`config.mk`:
```
export PLATFORM = sky130hd
export DESIGN_NAME = accCpu
export DESIGN_NICKNAME = d
export VERILOG_FILES = /design/src/isaPkg.sv /design/src/busPkg.sv /design/src/datapath.sv /design/src/controlUnit.sv /design/src/accCpu.sv
export SDC_FILE = /design/constraint.sdc
export NUM_CORES = 1
export LEC_CHECK = 0
export BUFFER_PORTS_ARGS = -buffer_cell sky130_fd_sc_hd__buf_4
export CELL_PAD_IN_SITES_DETAIL_PLACEMENT = 0
export CELL_PAD_IN_SITES_GLOBAL_PLACEMENT = 1
export CORE_UTILIZATION = 52
export CTS_CLUSTER_DIAMETER = 30
export CTS_CLUSTER_SIZE = 16
export DETAILED_ROUTE_END_ITERATION = 12
export GPL_ROUTABILITY_DRIVEN = 0
export PLACE_DENSITY_LB_ADDON = 0.1
export SYNTH_ARGS = -nofsm -noshare
export SYNTH_HDL_FRONTEND = slang
export SYNTH_SLANG_ARGS = --single-unit
```
`constraint.sdc`:
```
create_clock -name clk -period 15.7 [get_ports clk]
set_input_delay 2.355 -clock clk [delete_from_list [all_inputs] [get_ports clk]]
set_output_delay 2.355 -clock clk [all_outputs]
set_load 0.01 [all_outputs]
```
`src/isaPkg.sv`:
```
package isaPkg;

    typedef enum logic [3:0] {
        OP_MOV  = 4'd0,
        OP_ADD  = 4'd1,
        OP_SUB  = 4'd2,
        OP_MUL  = 4'd3,
        OP_IN   = 4'd7,
        OP_OUT  = 4'd8,
        OP_STOP = 4'd15
    } opcode_e;

    typedef struct packed {
        logic       ind;   // Word at addr is a pointer
        logic [2:0] addr;
    } operand_t;

    typedef struct packed {
        opcode_e  op;
        operand_t f1;      // Destination of every writing instruction
        operand_t f2;
        operand_t f3;
    } instr_t;

    localparam logic [3:0] IMM_MARK = 4'd8;
    localparam logic [5:0] START_PC = 6'd8;

    typedef enum logic [3:0] {
        ST_RESET,
        ST_FETCH0,
        ST_FETCH1,
        ST_FETCH2,
        ST_OPER,
        ST_IND,
        ST_EXEC,
        ST_DSTIND,
        ST_WRITE,
        ST_HALT
    } ctrlState_e;

    function automatic logic isArith(opcode_e op);
        return op inside {OP_ADD, OP_SUB, OP_MUL};
    endfunction

    // MOV carrying a second word as its source
    function automatic logic isImmMov(instr_t ir);
        return (ir.op == OP_MOV) && (ir.f3 == IMM_MARK);
    endfunction

endpackage

```
`src/busPkg.sv`:
```
package busPkg;

    localparam int ADDR_W = 6;
    localparam int DATA_W = 16;

    typedef struct packed {
        logic              we;
        logic [ADDR_W-1:0] addr;
        logic [DATA_W-1:0] wdata;
    } memReq_t;

    typedef enum logic [1:0] {
        MAR_PC,
        MAR_FIELD,
        MAR_PTR
    } marSel_e;

    typedef enum logic [1:0] {
        ACC_MEM,
        ACC_IN,
        ACC_ALU,
        ACC_IMM
    } accSel_e;

    typedef struct packed {
        logic    ldPc;
        logic    incPc;
        logic    ldIrHi;
        logic    ldIrLo;
        logic    ldMar;
        logic    ldAcc;
        logic    ldOpB;
        logic    ldWdata;
        logic    ldOut;
        marSel_e marSel;
        accSel_e accSel;
        logic [1:0] opSel;   // Instruction field number 1..3 for MAR_FIELD
    } dpCtrl_t;

endpackage

```
`src/datapath.sv`:
```
`timescale 1ns/1ps

module datapath #(
    parameter int DATA_W = busPkg::DATA_W
) (
    input  logic                      clk,
    input  logic                      rst_n,
    input  busPkg::dpCtrl_t           dpCtrl,
    input  logic [DATA_W-1:0]         memRdata,
    input  logic [DATA_W-1:0]         inData,
    output isaPkg::instr_t            instr,
    output logic [busPkg::ADDR_W-1:0] memAddr,
    output logic [DATA_W-1:0]         memWdata,
    output logic [DATA_W-1:0]         outData
);
    import isaPkg::*;
    import busPkg::*;

    logic [ADDR_W-1:0] pc;
    logic [DATA_W-1:0] irLo;
    logic [DATA_W-1:0] acc;
    logic [DATA_W-1:0] opB;
    logic [DATA_W-1:0] aluRes;
    logic [DATA_W-1:0] accIn;
    logic [ADDR_W-1:0] fieldAddr;
    logic [ADDR_W-1:0] marIn;

    // Operand addresses only reach the low eight words
    always_comb begin
        case (dpCtrl.opSel)
            2'd1:    fieldAddr = ADDR_W'(instr.f1.addr);
            2'd2:    fieldAddr = ADDR_W'(instr.f2.addr);
            default: fieldAddr = ADDR_W'(instr.f3.addr);
        endcase
    end

    always_comb begin
        case (dpCtrl.marSel)
            MAR_FIELD: marIn = fieldAddr;
            MAR_PTR:   marIn = memRdata[ADDR_W-1:0];
            default:   marIn = pc;
        endcase
    end

    always_comb begin
        case (instr.op)
            OP_ADD:  aluRes = acc + opB;
            OP_SUB:  aluRes = acc - opB;
            OP_MUL:  aluRes = acc * opB;   // Low half kept
            default: aluRes = acc;
        endcase
    end

    always_comb begin
        case (dpCtrl.accSel)
            ACC_IN:  accIn = inData;
            ACC_ALU: accIn = aluRes;
            ACC_IMM: accIn = irLo;
            default: accIn = memRdata;
        endcase
    end

    always_ff @(posedge clk or negedge rst_n) begin
        if (!rst_n) begin
            pc      <= START_PC;
            memAddr <= START_PC;
            instr   <= '0;
            outData <= '0;
        end else begin
            if (dpCtrl.ldPc) begin
                pc <= START_PC;
            end else if (dpCtrl.incPc) begin
                pc <= pc + ADDR_W'(1);
            end
            if (dpCtrl.ldMar) begin
                memAddr <= marIn;
            end
            if (dpCtrl.ldIrHi) begin
                instr <= instr_t'(memRdata[$bits(instr_t)-1:0]);
            end
            if (dpCtrl.ldOut) begin
                outData <= acc;
            end
        end
    end

    always_ff @(posedge clk) begin
        if (dpCtrl.ldIrLo) begin
            irLo <= memRdata;
        end
        if (dpCtrl.ldAcc) begin
            acc <= accIn;
        end
        if (dpCtrl.ldOpB) begin
            opB <= memRdata;
        end
        // Written word follows the same source as the accumulator
        if (dpCtrl.ldWdata) begin
            memWdata <= accIn;
        end
    end

endmodule

```
`src/controlUnit.sv`:
```
`timescale 1ns/1ps

module controlUnit #(
    parameter int DATA_W = busPkg::DATA_W
) (
    input  logic              clk,
    input  logic              rst_n,
    input  isaPkg::instr_t    instr,
    input  logic [DATA_W-1:0] memRdata,
    output busPkg::dpCtrl_t   dpCtrl,
    output logic              memWe,
    output logic              outStrobe,
    output logic              halted
);
    import isaPkg::*;
    import busPkg::*;

    ctrlState_e state;
    ctrlState_e stateNext;
    logic [1:0] opCnt;       // Source operands addressed so far
    logic [1:0] opCntNext;
    logic [1:0] numOps;
    logic [1:0] fieldNum;
    logic       knownOp;
    operand_t   curField;
    instr_t     fetched;

    // Instruction word still on the bus during FETCH1
    assign fetched = instr_t'(memRdata[$bits(instr_t)-1:0]);

    always_comb begin
        if (isArith(instr.op)) begin
            numOps = 2'd2;
        end else if (instr.op == OP_OUT || (instr.op == OP_MOV && !isImmMov(instr))) begin
            numOps = 2'd1;
        end else begin
            numOps = 2'd0;
        end
    end

    assign knownOp = (numOps != 2'd0) || (instr.op == OP_MOV) || (instr.op == OP_IN);

    always_comb begin
        if (instr.op == OP_OUT) begin
            fieldNum = 2'd1;
        end else if (opCnt == 2'd1) begin
            fieldNum = 2'd3;   // Second arithmetic source
        end else begin
            fieldNum = 2'd2;
        end
    end

    always_comb begin
        case (fieldNum)
            2'd1:    curField = instr.f1;
            2'd3:    curField = instr.f3;
            default: curField = instr.f2;
        endcase
    end

    always_comb begin
        dpCtrl    = '0;
        stateNext = state;
        opCntNext = opCnt;
        case (state)
            ST_RESET: begin
                dpCtrl.ldPc = 1'b1;
                stateNext   = ST_FETCH0;
            end
            ST_FETCH0: begin
                dpCtrl.ldMar  = 1'b1;
                dpCtrl.marSel = MAR_PC;
                dpCtrl.incPc  = 1'b1;
                stateNext     = ST_FETCH1;
            end
            ST_FETCH1: begin
                dpCtrl.ldIrHi = 1'b1;
                if (isImmMov(fetched)) begin
                    dpCtrl.ldMar  = 1'b1;
                    dpCtrl.marSel = MAR_PC;
                    dpCtrl.incPc  = 1'b1;
                    stateNext     = ST_FETCH2;
                end else begin
                    stateNext = ST_OPER;
                end
            end
            ST_FETCH2: begin
                dpCtrl.ldIrLo = 1'b1;
                stateNext     = ST_OPER;
            end
            ST_OPER: begin
                // Capture the operand addressed on the previous pass
                dpCtrl.accSel = ACC_MEM;
                dpCtrl.ldAcc  = (opCnt == 2'd1);
                dpCtrl.ldOpB  = (opCnt == 2'd2);
                if (opCnt != numOps) begin
                    dpCtrl.ldMar  = 1'b1;
                    dpCtrl.marSel = MAR_FIELD;
                    dpCtrl.opSel  = fieldNum;
                    opCntNext     = opCnt + 2'd1;
                    stateNext     = curField.ind ? ST_IND : ST_OPER;
                end else begin
                    opCntNext = 2'd0;
                    if (instr.op == OP_STOP) begin
                        stateNext = ST_HALT;
                    end else if (knownOp) begin
                        stateNext = ST_EXEC;
                    end else begin
                        stateNext = ST_FETCH0;   // Unused opcode acts as no-op
                    end
                end
            end
            ST_IND: begin
                dpCtrl.ldMar  = 1'b1;
                dpCtrl.marSel = MAR_PTR;
                stateNext     = ST_OPER;
            end
            ST_EXEC: begin
                if (instr.op == OP_OUT) begin
                    dpCtrl.ldOut = 1'b1;
                    stateNext    = ST_FETCH0;
                end else begin
                    dpCtrl.ldAcc   = 1'b1;
                    dpCtrl.ldWdata = 1'b1;
                    dpCtrl.ldMar   = 1'b1;
                    dpCtrl.marSel  = MAR_FIELD;
                    dpCtrl.opSel   = 2'd1;
                    stateNext      = instr.f1.ind ? ST_DSTIND : ST_WRITE;
                    if (isArith(instr.op)) begin
                        dpCtrl.accSel = ACC_ALU;
                    end else if (instr.op == OP_IN) begin
                        dpCtrl.accSel = ACC_IN;
                    end else if (isImmMov(instr)) begin
                        dpCtrl.accSel = ACC_IMM;
                    end else begin
                        dpCtrl.accSel = ACC_MEM;   // MAR still on the MOV source
                    end
                end
            end
            ST_DSTIND: begin
                dpCtrl.ldMar  = 1'b1;
                dpCtrl.marSel = MAR_PTR;
                stateNext     = ST_WRITE;
            end
            ST_WRITE: stateNext = ST_FETCH0;
            ST_HALT:  stateNext = ST_HALT;
            default:  stateNext = ST_RESET;
        endcase
    end

    assign memWe  = (state == ST_WRITE);
    assign halted = (state == ST_HALT);

    always_ff @(posedge clk or negedge rst_n) begin
        if (!rst_n) begin
            state     <= ST_RESET;
            opCnt     <= 2'd0;
            outStrobe <= 1'b0;
        end else begin
            state     <= stateNext;
            opCnt     <= opCntNext;
            outStrobe <= dpCtrl.ldOut;   // High while outData shows the new value
        end
    end

endmodule

```
`src/accCpu.sv`:
```
`timescale 1ns/1ps

module accCpu #(
    parameter int DATA_W = busPkg::DATA_W
) (
    input  logic              clk,
    input  logic              rst_n,
    input  logic [DATA_W-1:0] memRdata,
    input  logic [DATA_W-1:0] inData,
    output busPkg::memReq_t   memReq,
    output logic [DATA_W-1:0] outData,
    output logic              outStrobe,
    output logic              halted
);
    import isaPkg::*;
    import busPkg::*;

    dpCtrl_t           dpCtrl;
    instr_t            instr;
    logic              memWe;
    logic [ADDR_W-1:0] memAddr;
    logic [DATA_W-1:0] memWdata;

    controlUnit #(
        .DATA_W(DATA_W)
    ) controlUnit_i (
        .clk      (clk),
        .rst_n    (rst_n),
        .instr    (instr),
        .memRdata (memRdata),
        .dpCtrl   (dpCtrl),
        .memWe    (memWe),
        .outStrobe(outStrobe),
        .halted   (halted)
    );

    datapath #(
        .DATA_W(DATA_W)
    ) datapath_i (
        .clk     (clk),
        .rst_n   (rst_n),
        .dpCtrl  (dpCtrl),
        .memRdata(memRdata),
        .inData  (inData),
        .instr   (instr),
        .memAddr (memAddr),
        .memWdata(memWdata),
        .outData (outData)
    );

    // Strobe from control, address and data from datapath registers
    assign memReq = '{we: memWe, addr: memAddr, wdata: memWdata};

endmodule

```
### Word level (Yosys, flattened, before mapping)

Cells that the tools add are included.

* register bits: 115
* input port bits: 34
* logic and storage cells: 109

* $add $sub $neg: 4
* $mul: 1
* equality and inequality tests: 29
* mux-type cells: 41
* reductions and logical operators: 17

Operator list (count)
* $pmux W16 S3: 2
* $pmux W4 S8: 1
* $eq A4 B4 Y1 const B: 6
* $eq A4 B3 Y1 const B: 5
* $mux W2: 9
* $add A16 B16 Y16: 1
* $eq A4 B2 Y1 const B: 4
* $mul A16 B16 Y16: 1
* $mux W4: 4
* $pmux W4 S2: 2
* $sub A16 B16 Y16: 1
* $eq A2 B2 Y1 const B: 6
* $logic_not A4 Y1: 3
* $mux W1: 12
* $mux W6: 2
* $pmux W6 S2: 1
* $eq A2 B1 Y1 const B: 5
* $eq A4 B1 Y1 const B: 2
* $add A6 B1 Y6 const B: 1
* $mux W3: 2
* $pmux W2 S3: 1
* $pmux W3 S2: 1
* $reduce_or A2 Y1: 3
* $mux W5: 1
* 10 further kinds: 16

### Depth between registers and ports, before layout

Gate-level depths: netlist of run 1.

* depth in word-level cells: 14
* gate-level depth with buffers: 21
* depth with buffers taken out: 20

### Hierarchy

From an unflattened synthesis of run 1, not the netlist that was laid out.

* cells, all modules: 1028
* area total of the unflattened synthesis: 10228.6 um^2

Modules (own cells, without submodules)
* datapath: times used 1, cells each 933, area each 9507.9 um^2
* controlUnit: times used 1, cells each 94, area each 713.2 um^2
* accCpu: times used 1, cells each 1, area each 7.5 um^2

### Worst setup path before layout of run 1

No wires, ideal clock.

* kind: register to register
* from: register datapath_i.opB[2]
* to: register datapath_i.acc[15] (data pin)
* library setup time: 279 ps
* arrival time: 5433 ps
* setup slack: 9988 ps
* cell stages (with the launch flop): 21
* path buffers: 2
* clock period less this slack: 5712 ps
* cell sequence: edfxtp_1 > clkbuf_1 > clkbuf_1 > nand2_1 > fa_1 > fa_1 > fa_1 > fa_1 > inv_1 > fa_1 > inv_1 > fa_1 > inv_1 > ha_1 > nand2_1 > a21boi_0 > or4_1 > o22ai_1 > xnor2_1 > a222oi_1 > o21ai_0

* longest elaborated chain between the ends: 3
* elaborated cells between the ends (all ways): 5
* those cells by class: 2 x add/sub; 1 x mul; 2 x mux

Ends and longest elaborated chain
* start, declared: line datapath.sv:22 `logic [DATA_W-1:0] opB;`
* start signal, assigned: line datapath.sv:95 `opB <= memRdata;`
* $mul A16 B16 Y16 (tied with other cells): line datapath.sv:49 `OP_MUL: aluRes = acc * opB;`
* $pmux W16 S3 (*): line datapath.sv:46 `case (instr.op)`
* $pmux W16 S3 (*): line datapath.sv:55 `case (dpCtrl.accSel)`
* named net datapath_i.accIn[15]: line datapath.sv:24 `logic [DATA_W-1:0] accIn;`
* end signal, assigned: line datapath.sv:92 `acc <= accIn;`
* end, declared: line datapath.sv:21 `logic [DATA_W-1:0] acc;`

The timed path passes the listed nets; every way through them passes the cells marked *.
A chain may end at the register's enable or synchronous reset.

### Worst setup path after layout of run 1

* from: register datapath_i.opB[2]
* to: register datapath_i.memWdata[15] (data pin)

* longest elaborated chain between the ends: 3
* elaborated cells between the ends (all ways): 5
* those cells by class: 2 x add/sub; 1 x mul; 2 x mux

Ends and longest elaborated chain
* $mul A16 B16 Y16 (tied with other cells): line datapath.sv:49
* $pmux W16 S3 (*): line datapath.sv:46
* $pmux W16 S3 (*): line datapath.sv:55
* named net datapath_i.accIn[15]: line datapath.sv:24
* end signal, assigned: line datapath.sv:99 `memWdata <= accIn;`
* end, declared: line datapath.sv:13 `output logic [DATA_W-1:0] memWdata,`

Marks and branches as above.

==> results.py, run 1 <==
metrics = {
    "outcome": {
        "status": "completed",
    },
    "critical_path": {
        "cpMostUsedCell": "fa_1",
        "cpMaxStageDelayCell": "edfxtp_1",
        "crit_start": "datapath_i.opB[2]",
        "reg2reg_from": "datapath_i.opB[2]",
        "worstPathRequired_ns": 15.84,
        "crit_chain": "nand2_1 -> fa_1 -> fa_1 -> fa_1 -> fa_1 -> inv_1 -> fa_1 -> inv_1 -> fa_1 -> inv_1 -> ha_1 -> nand2_1 -> a21boi_0 -> or4_1 -> o22ai_1 -> xnor2_1 -> a222oi_1 -> o21ai_0",
        "crit_fanout": 18,
        "critPathCaptureType": "register",
        "critPathLaunchType": "register",
        "arrival_ns": 6.24,
        "path_class": "reg -> reg",
        "crit_path_max_incr_delay_ns": 0.73,
        "critPathBufInv": 3,
        "path_delay_family": "adder cells",
    },
    "clock_network": {
        "post-cts-setup-buffers": 0,
        "cts-resized-gates": 0,
        "clock_sinks": 115,
        "clk_path_buf_depth": 2,
        "postCtsHoldBufs": 0,
        "ctsHtreeMaxLevel": 4,
        "clk_pin_slew_worst_paths_ns": 0.06,
        "cts_tree": "built",
        "numCtsBuffers": 17,
        "cts_root_buf": "clkbuf_16",
        "clock_latency_ns": 0.42,
    },
    "floorplanning": {
        "start_util_pct": 53.3,
        "row_count": 50,
        "die_x_um": 141,
        "die-area_sq_um": 19900,
        "core_area_sq_um": 18800,
        "die_y_um": 141,
        "ioPinCount": 75,
    },
    "yosys": {
        "synth_most_common_cell": "nand2_1",
        "synth_edf_count": 64,
        "synthTopCellsByArea": "edfxtp_1 (19%), fa_1 (16%), dfrtp_1 (12%)",
        "ys_warn_count": 0,
        "synthFlopType": "edfxtp_1",
        "synth_area_sq_um": 10000,
        "synth.distinct_cells": 71,
        "synth_top_area_share_pct": 19.2,
        "synthTopCellsByCount": "nand2_1 (165), inv_1 (127), fa_1 (81)",
        "yosys.area.top_type": "edfxtp_1",
        "async_flop_share_pct": 44.3,
        "avgSynthCellArea_sq_um": 9.55,
        "ys_seq_elements": 115,
        "syn_inst": 1050,
        "syn_nets": 1238,
        "seq_area_frac_synth_pct": 31.9,
    },
    "detailed_routing": {
        "wl_per_cell_um": 19.6,
        "wl_um": 27100,
        "drtIter0Drc": 445,
        "antenna_left": 0,
        "drc_errors": 0,
        "vias": 7606,
        "drt_first_pass_iters": 5,
        "viasPerCell": 5.50,
    },
    "place": {
        "portBuffers": 74,
        "hpwl_um": 20600,
        "preCtsSetupSlack_ns": 9.61,
    },
    "sta": {
        "post-route-min-period_ns": 6.10,
        "post-route-period-util_pct": 38.9,
        "relSlewSlack_pct": 25.0,
        "fin_setup_tns_ns": 0,
        "grt_setup_unrepaired": "false",
        "worst_pin_slew_ns": 1.12,
        "worst_slack_ns": 9.60,
        "fmax_mhz": 164,
        "finalHoldViolations": 0,
        "finalSetupViolCount": 0,
        "slew_violations": 0,
        "fin_skew_ns": 0.0123,
    },
    "grt": {
        "gr-usage-met3_pct": 4.62,
        "met2_usage_pct": 48.7,
        "grt-ovfl-total": 0,
        "grt_pass1_vias": 7732,
        "grt_max_degree": 52,
        "grtUsageMet1_pct": 37.8,
        "grt_pass1_wl_um": 42700,
        "grt.total_usage_pct": 29.1,
        "antenna_found_initial": 1,
        "busiest_layer": "met2",
    },
    "finish": {
        "syn_to_final_growth_pct": 13.3,
        "num-nets-final": 1297,
        "drive_gt1_share_pct": 13.6,
        "n_fill_cell": 1658,
    },
    "run": {
        "cap_violations": 0,
    },
    "hold_path": {
        "hp-start": "datapath_i.outData[12]",
        "hold_path.class": "reg -> reg",
    },
}
kinds of logic after synthesis:
kind of cell             count (synthesis)  share of synthesized area (%)
AND/OR/NAND/NOR                        361                           17.4
buffers and inverters                  170                           6.57
AO/OA/AOI/OAI                          158                           10.1
adder cells (fa/ha/maj)                154                           25.3
flip-flops                             115                           31.9
XOR/XNOR                                65                           5.81
multiplexers                            27                           2.98
path summary, 6_finish.rpt:
check | endpoint | slack [ns] | cells past startpoint
hold / removal | datapath_i.outData[12] | 0.48 | 2
setup / recovery | datapath_i.memWdata[15] | 9.60 | 18
hold reg to reg | datapath_i.outData[12] | 0.48 | 2
min in group asynchronous | datapath_i.outData[3] | 1.97 | 1
max in group asynchronous | datapath_i.instr[13] | 13.26 | 1
setup reg to reg | datapath_i.memWdata[15] | 9.60 | 18
registers in the layout, indices dropped and copies added, names as in the netlist:
| signal | cells |
|---|---|
| datapath_i.opB | 16 |
| datapath_i.pc | 6 |
| controlUnit_i.opCnt | 2 |
| datapath_i.instr | 16 |
| controlUnit_i.outStrobe | 1 |
| datapath_i.memWdata | 16 |
| datapath_i.outData | 16 |
| datapath_i.memAddr | 6 |
| datapath_i.acc | 16 |
| controlUnit_i.state | 4 |
| datapath_i.irLo | 16 |
through the flow:
stage               hold slack (ns)  utilization [%]  instances  area, sq um
global route                  0.508             60.3       1382        11400
CTS                           0.487             60.3       1382        11400
floorplan                     0.480                -       1050        10000
finish                        0.483             60.3       1383        11400
detailed placement            0.472             57.4       1350        10800
global placement              0.465             57.4       1350        10800
layout by cell type (no fill, tap or decap), types with 6 or more instances in the layout:
cell	instances
nand2b_1	6
ha_1	73
o21ai_0	55
mux2_2	23
nand3_1	8
a21o_1	8
dfrtp_1	49
nor2_1	57
a21oi_1	27
edfxtp_1	64
o22ai_1	6
inv_1	127
fa_1	81
nand2_1	165
nor3_1	10
a31oi_1	8
o21a_1	9
a22oi_1	9
xor2_1	19
clkbuf_16	18
and2_1	73
xnor2_1	45
buf_4	83
layer usage:
metal | part of all wire (%) | wire length [um]
met1 | 43 | 11600
met3 | 5.9 | 1590
met5 | 0 | 0
met4 | 3.2 | 863
met2 | 48 | 13100
layout make-up:
type                    count  area (sq um)  share of cell area (%)
multi-input cells         765          6180                    54.4
flip-flops and latches    115          3200                    28.2
repair buffers             83           623                    5.48
inverters                 127           477                    4.20
clock buffers              19           454                    4.00
well taps                 260           325                    2.86
clock inverters            13          95.1                   0.837
diodes                      1          2.50                  0.0220
worst min-delay path: cells and delay by family, from the launching register on:
kind / cells / cell delay [ns]
flops: 1 / 0.34
simple gates: 2 / 0.11
Power of run 1 is left out: the tool's default activity adds up to more than one toggle a clock period on the data nets, which glitch-free logic cannot reach.
==> run 2: changes to the inputs <==
--- a/config.mk
+++ b/config.mk
@@ -8,7 +8,7 @@
 export BUFFER_PORTS_ARGS = -buffer_cell sky130_fd_sc_hd__buf_4
 export CELL_PAD_IN_SITES_DETAIL_PLACEMENT = 0
 export CELL_PAD_IN_SITES_GLOBAL_PLACEMENT = 1
-export CORE_UTILIZATION = 52
+export CORE_UTILIZATION = 48
 export CTS_CLUSTER_DIAMETER = 30
 export CTS_CLUSTER_SIZE = 16
 export DETAILED_ROUTE_END_ITERATION = 12
==> constraint.sdc (replaced) <==
create_clock -name clk -period 5.7 [get_ports clk]
set_input_delay 0.855 -clock clk [delete_from_list [all_inputs] [get_ports clk]]
set_output_delay 0.855 -clock clk [all_outputs]
set_load 0.01 [all_outputs]
==> run 2 against run 1 <==
The run now ends with negative setup slack left. Via count is 3.5% higher. Sequential share of layout area is 1.5 points lower. Count of clock-buffer cells in the layout stayed put. Worst setup slack worse by 9.7 ns. Register-to-register slack worse by 9.7 ns. Critical path depth is 1 higher. First-iteration DRC count is 19% higher.
==> results.py, run 2 (synthesis gave the netlist of run 1 again) <==
metrics = {
    "critical_path": {
        "cpMaxStageDelayCell": "fa_1",
        "critPathBufInv": 5,
        "r2r_cells": 19,
        "worstPathRequired_ns": 5.83,
        "crit_chain": "and2_4 -> fa_1 -> inv_2 -> fa_1 -> inv_2 -> fa_1 -> fa_1 -> fa_1 -> inv_1 -> fa_1 -> inv_2 -> ha_4 -> a21boi_1 -> or4_1 -> o22ai_2 -> buf_6 -> xnor2_2 -> a222oi_1 -> o21ai_1",
        "arrival_ns": 5.98,
        "worst_r2r_endpoint": "datapath_i.acc[15]",
        "cp.depth": 19,
        "crit_start": "datapath_i.opB[5]",
        "path_delay_family": "adder cells",
        "crit_fanout": 5,
        "critPathLaunchType": "register",
        "critPathCaptureType": "register",
        "crit_path_end": "datapath_i.acc[15]",
        "path_class": "reg -> reg",
        "rrSetupSlack_ns": -0.15,
        "cpMostUsedCell": "fa_1",
        "reg2reg_from": "datapath_i.opB[5]",
        "crit_path_max_incr_delay_ns": 0.55,
    },
    "place": {
        "portBuffers": 74,
        "hpwl_um": 22500,
    },
    "sta": {
        "worst_pin_slew_ns": 1.02,
        "slew_violations": 0,
        "grt_setup_unrepaired": "true",
        "post-route-period-util_pct": 103,
        "worst_slack_ns": -0.153,
        "fmax_mhz": 171,
        "fin_skew_ns": 0.0125,
        "post-route-min-period_ns": 5.85,
        "relSlewSlack_pct": 31.4,
        "whs_ns": 0.473,
        "finalHoldViolations": 0,
        "fin_setup_tns_ns": -0.305,
        "finalSetupViolCount": 2,
    },
    "grt": {
        "grt.total_usage_pct": 27.5,
        "antenna_found_initial": 1,
        "grt-ovfl-total": 0,
        "grt_max_degree": 52,
        "grt_pass1_wl_um": 44300,
        "grt_pass1_vias": 7900,
    },
    "detailed_routing": {
        "drtIter0Drc": 531,
        "wl_um": 28800,
        "viasPerCell": 5.43,
        "drt_first_pass_iters": 6,
        "drc_errors": 0,
        "vias": 7875,
        "wl_per_cell_um": 19.8,
        "antenna_left": 0,
    },
    "finish": {
        "syn_to_final_growth_pct": 19.8,
        "antenna_cells": 0,
        "seqCellArea_sq_um": 3200,
        "drive_gt1_share_pct": 20.5,
        "final_common_cell": "nand2_1",
        "num-nets-final": 1356,
        "n_fill_cell": 1854,
        "layout_common_cells": "nand2_1 (165), buf_4 (137), inv_1 (124)",
        "multi_input_area_sq_um": 6340,
    },
    "floorplanning": {
        "row_count": 52,
        "die_x_um": 147,
        "die-area_sq_um": 21500,
        "core_area_sq_um": 20400,
        "die_y_um": 147,
        "start_util_pct": 49.3,
        "ioPinCount": 75,
    },
    "hold_path": {
        "hold_path.class": "in -> async",
    },
    "clock_network": {
        "clock_sinks": 115,
        "clk_pin_slew_worst_paths_ns": 0.06,
        "cts_tree": "built",
        "cts_root_buf": "clkbuf_16",
        "ctsHtreeMaxLevel": 4,
        "clk_path_buf_depth": 2,
        "clock_latency_ns": 0.41,
        "postCtsHoldBufs": 0,
        "numCtsBuffers": 17,
    },
    "run": {
        "cap_violations": 0,
    },
    "outcome": {
        "status": "finished, violations left",
        "violations": "negative setup slack",
    },
}
[run 2: cell count changes in the layout (fill, tap and decap cells not counted), sizes merged]
cell      previous run  this run
clkinvlp             1         3
clkinv               4         6
buf                 83       142
diode                1         0
inv                135       131
[run 2: metal layers]
| metal | up-vias | wire length (um) | global-route usage (%) |
|---|---|---|---|
| met3 | 63 | 1550 | 3.72 |
| met4 | 2 | 1300 | 13.1 |
| li1 | 3712 | - | - |
| met5 | - | 9 | 0 |
| met1 | 3862 | 12400 | 36.6 |
| met2 | 236 | 13500 | 44.5 |
[run 2: layout make-up]
cell class	instances	area share [%]
tap	270	2.81
inverter	127	3.97
clock buffer	19	3.78
timing repair buffer	142	9.17
sequential	115	26.6
clock inverter	13	0.833
multi-input combinational	765	52.8
[run 2: metrics by stage]
stage / util [%] / std cells / area [sq um] / setup WS (ns)
global route: 59.0 / 1451 / 12000 / -0.334
finish: 59.0 / 1451 / 12000 / -0.153
CTS: 57.9 / 1442 / 11800 / 0.0000382
floorplan: - / 1050 / 10000 / 0.0725
global placement: 55.1 / 1410 / 11200 / 0.0156
detailed placement: 55.1 / 1410 / 11200 / -0.00718
[run 2: worst register-to-register path: stages (launching register included)]
cell      delay [ns]
edfxtp_1        0.48
and2_4          0.20
fa_1            0.55
inv_2           0.04
fa_1            0.54
inv_2           0.04
fa_1            0.55
fa_1            0.43
fa_1            0.49
inv_1           0.05
fa_1            0.48
inv_2           0.05
ha_4            0.21
a21boi_1        0.13
or4_1           0.49
o22ai_2         0.19
buf_6           0.13
xnor2_2         0.08
a222oi_1        0.29
o21ai_1         0.14
[run 2: worst min path at each step]
stage / to
global route: datapath_i.outData[2]
CTS: datapath_i.outData[9]
finish: datapath_i.outData[7]
floorplan: datapath_i.instr[7]
detailed placement: datapath_i.outData[9]
global placement: datapath_i.outData[2]
[run 2: repair_timing]
action                                 4_1_cts  5_1_grt
gates resized for setup                      3       35
endpoints found under the hold margin        0        0
setup endpoints to repair                    2       12
pin swaps                                    3       31
buffers inserted                             0       10
Power of run 2 is left out for the same reason.
==> run 3: changes to the inputs <==
--- a/config.mk
+++ b/config.mk
@@ -8,12 +8,12 @@
 export BUFFER_PORTS_ARGS = -buffer_cell sky130_fd_sc_hd__buf_4
 export CELL_PAD_IN_SITES_DETAIL_PLACEMENT = 0
 export CELL_PAD_IN_SITES_GLOBAL_PLACEMENT = 1
-export CORE_UTILIZATION = 48
+export CORE_UTILIZATION = 45
 export CTS_CLUSTER_DIAMETER = 30
-export CTS_CLUSTER_SIZE = 16
+export CTS_CLUSTER_SIZE = 10
 export DETAILED_ROUTE_END_ITERATION = 12
 export GPL_ROUTABILITY_DRIVEN = 0
-export PLACE_DENSITY_LB_ADDON = 0.1
+export PLACE_DENSITY = 0.75
 export SYNTH_ARGS = -nofsm -noshare
 export SYNTH_HDL_FRONTEND = slang
 export SYNTH_SLANG_ARGS = --single-unit
==> run 3 against run 2 <==
The flow now finishes without violations. First-iteration DRC count down 15%. Final cell count rose by 1.7%. Via count grew 2.3%. Register-to-register slack gained 0.17 ns. Worst setup slack improved by 0.17 ns. Sequential share of layout area down 0.36 points. Global-route usage down 0.33 points. Sequential cell count unchanged. Highest routed layer is now met4. Worst hold slack about the same. Critical path type unchanged. Count of clock-buffer cells in the layout down 2.
==> results.py, run 3 (synthesis gave the netlist of run 1 again) <==
metrics = {
    "detailed_routing": {
        "antenna_left": 0,
        "wl_um": 29300,
        "vias": 8053,
        "drc_errors": 0,
        "wl_per_cell_um": 19.9,
        "drt_first_pass_iters": 5,
        "drtIter0Drc": 451,
        "viasPerCell": 5.46,
    },
    "floorplanning": {
        "die_y_um": 151,
        "die-area_sq_um": 22900,
        "ioPinCount": 75,
        "start_util_pct": 46.0,
        "die_x_um": 151,
        "row_count": 54,
        "core_area_sq_um": 21800,
    },
    "clock_network": {
        "clock_latency_ns": 0.42,
        "postCtsHoldBufs": 0,
        "clk_pin_slew_worst_paths_ns": 0.06,
        "cts_root_buf": "clkbuf_16",
        "clock_sinks": 115,
        "clk_path_buf_depth": 2,
        "ctsHtreeMaxLevel": 4,
        "numCtsBuffers": 17,
        "cts_tree": "built",
    },
    "sta": {
        "fmax_mhz": 176,
        "finalHoldViolations": 0,
        "fin_skew_ns": 0.00799,
        "post-route-period-util_pct": 99.6,
        "relSlewSlack_pct": 22.1,
        "worst_pin_slew_ns": 1.16,
        "slew_violations": 0,
        "grt_setup_unrepaired": "true",
        "post-route-min-period_ns": 5.68,
        "finalSetupViolCount": 0,
    },
    "run": {
        "cap_violations": 0,
    },
    "finish": {
        "instances_no_fill": 1475,
        "num-nets-final": 1369,
        "layout_common_cells": "nand2_1 (163), buf_4 (144), inv_1 (124)",
        "drive_gt1_share_pct": 21.1,
        "syn_to_final_growth_pct": 21.4,
        "final_util_pct": 55.8,
        "final_common_cell": "nand2_1",
        "final_area_sq_um": 12200,
    },
    "grt": {
        "grt-ovfl-total": 0,
        "antenna_found_initial": 1,
        "grt_max_degree": 52,
        "grt.total_usage_pct": 27.2,
        "grt_pass1_wl_um": 45200,
        "grt_pass1_vias": 8045,
    },
    "place": {
        "dpl_cell_area_sq_um": 11400,
        "hpwl_um": 23000,
        "portBuffers": 74,
        "dpl.cell_count": 1433,
    },
    "critical_path": {
        "critPathCaptureType": "register",
        "path_class": "reg -> reg",
        "arrival_ns": 5.83,
        "critPathLaunchType": "register",
        "worstPathRequired_ns": 5.85,
        "crit_fanout": 6,
    },
    "hold_path": {
        "hold_path.class": "in -> async",
    },
    "outcome": {
        "status": "completed",
    },
}
[run 3: cell count changes in the layout (fill, tap and decap cells not counted), sizes merged]
cell,before,now
buf,142,155
bufinv,0,3
clkbuf,19,17
clkinv,6,5
clkinvlp,3,4
diode,0,1
inv,131,130
[run 3: area by class of cell]
class	instances	area, sq um
inverter	127	477
sequential	115	3200
antenna	1	2.50
clock buffer	17	425
multi-input combinational	765	6300
timing repair buffer	155	1240
fill	1998	9640
tap	280	350
clock inverter	15	181
[run 3: metrics by stage]
stage / hold WS, ns / TNS (ns) / setup WS (ns)
floorplan: 0.480 / 0 / 0.0725
global placement: 0.465 / 0 / 0.0190
detailed placement: 0.467 / -0.183 / -0.0916
CTS: 0.481 / -0.0339 / -0.0169
global route: 0.514 / -0.903 / -0.180
finish: 0.474 / 0 / 0.0208
[run 3: final timing paths]
check | slack (ns) | depth (start not counted) | startpoint | end
worst max-delay path | 0.02 | 19 | datapath_i.opB[3] | datapath_i.acc[15]
worst min-delay path | 0.47 | 1 | rst_n | datapath_i.pc[4]
worst max register to register | 0.02 | 19 | datapath_i.opB[3] | datapath_i.acc[15]
worst min register to register | 0.49 | 2 | datapath_i.outData[12] | datapath_i.outData[12]
max in group asynchronous | 4.77 | 1 | rst_n | controlUnit_i.opCnt[1]
min in group clk | 0.49 | 2 | datapath_i.outData[12] | datapath_i.outData[12]
[run 3: what timing repair did]
action	in CTS	in global routing
buffers inserted	1	8
endpoints found under the setup margin	2	12
gates resized for setup	3	34
pin swaps	4	23
[run 3: critical path: stages (launching register included)]
cell and delay [ns]:
edfxtp_1 0.49, buf_6 0.17, and2_4 0.13, fa_1 0.51
inv_2 0.04, fa_1 0.51, inv_2 0.04, fa_1 0.48
fa_1 0.51, inv_2 0.04, fa_1 0.49, fa_1 0.52
inv_1 0.05, ha_2 0.16, or4_1 0.50, o22ai_1 0.17
buf_4 0.16, xnor2_2 0.07, a222oi_1 0.25, o21ai_1 0.13
[run 3: per-layer routing]
layer  share of wire (%)  vias up  global-route usage, %
met3                 4.9       56                   4.25
li1                    -     3746                      -
met4                 3.3        0                   10.6
met1                  43     3985                   35.7
met5                   0        -                      0
met2                  49      266                   44.8
Power of run 3 is left out for the same reason.
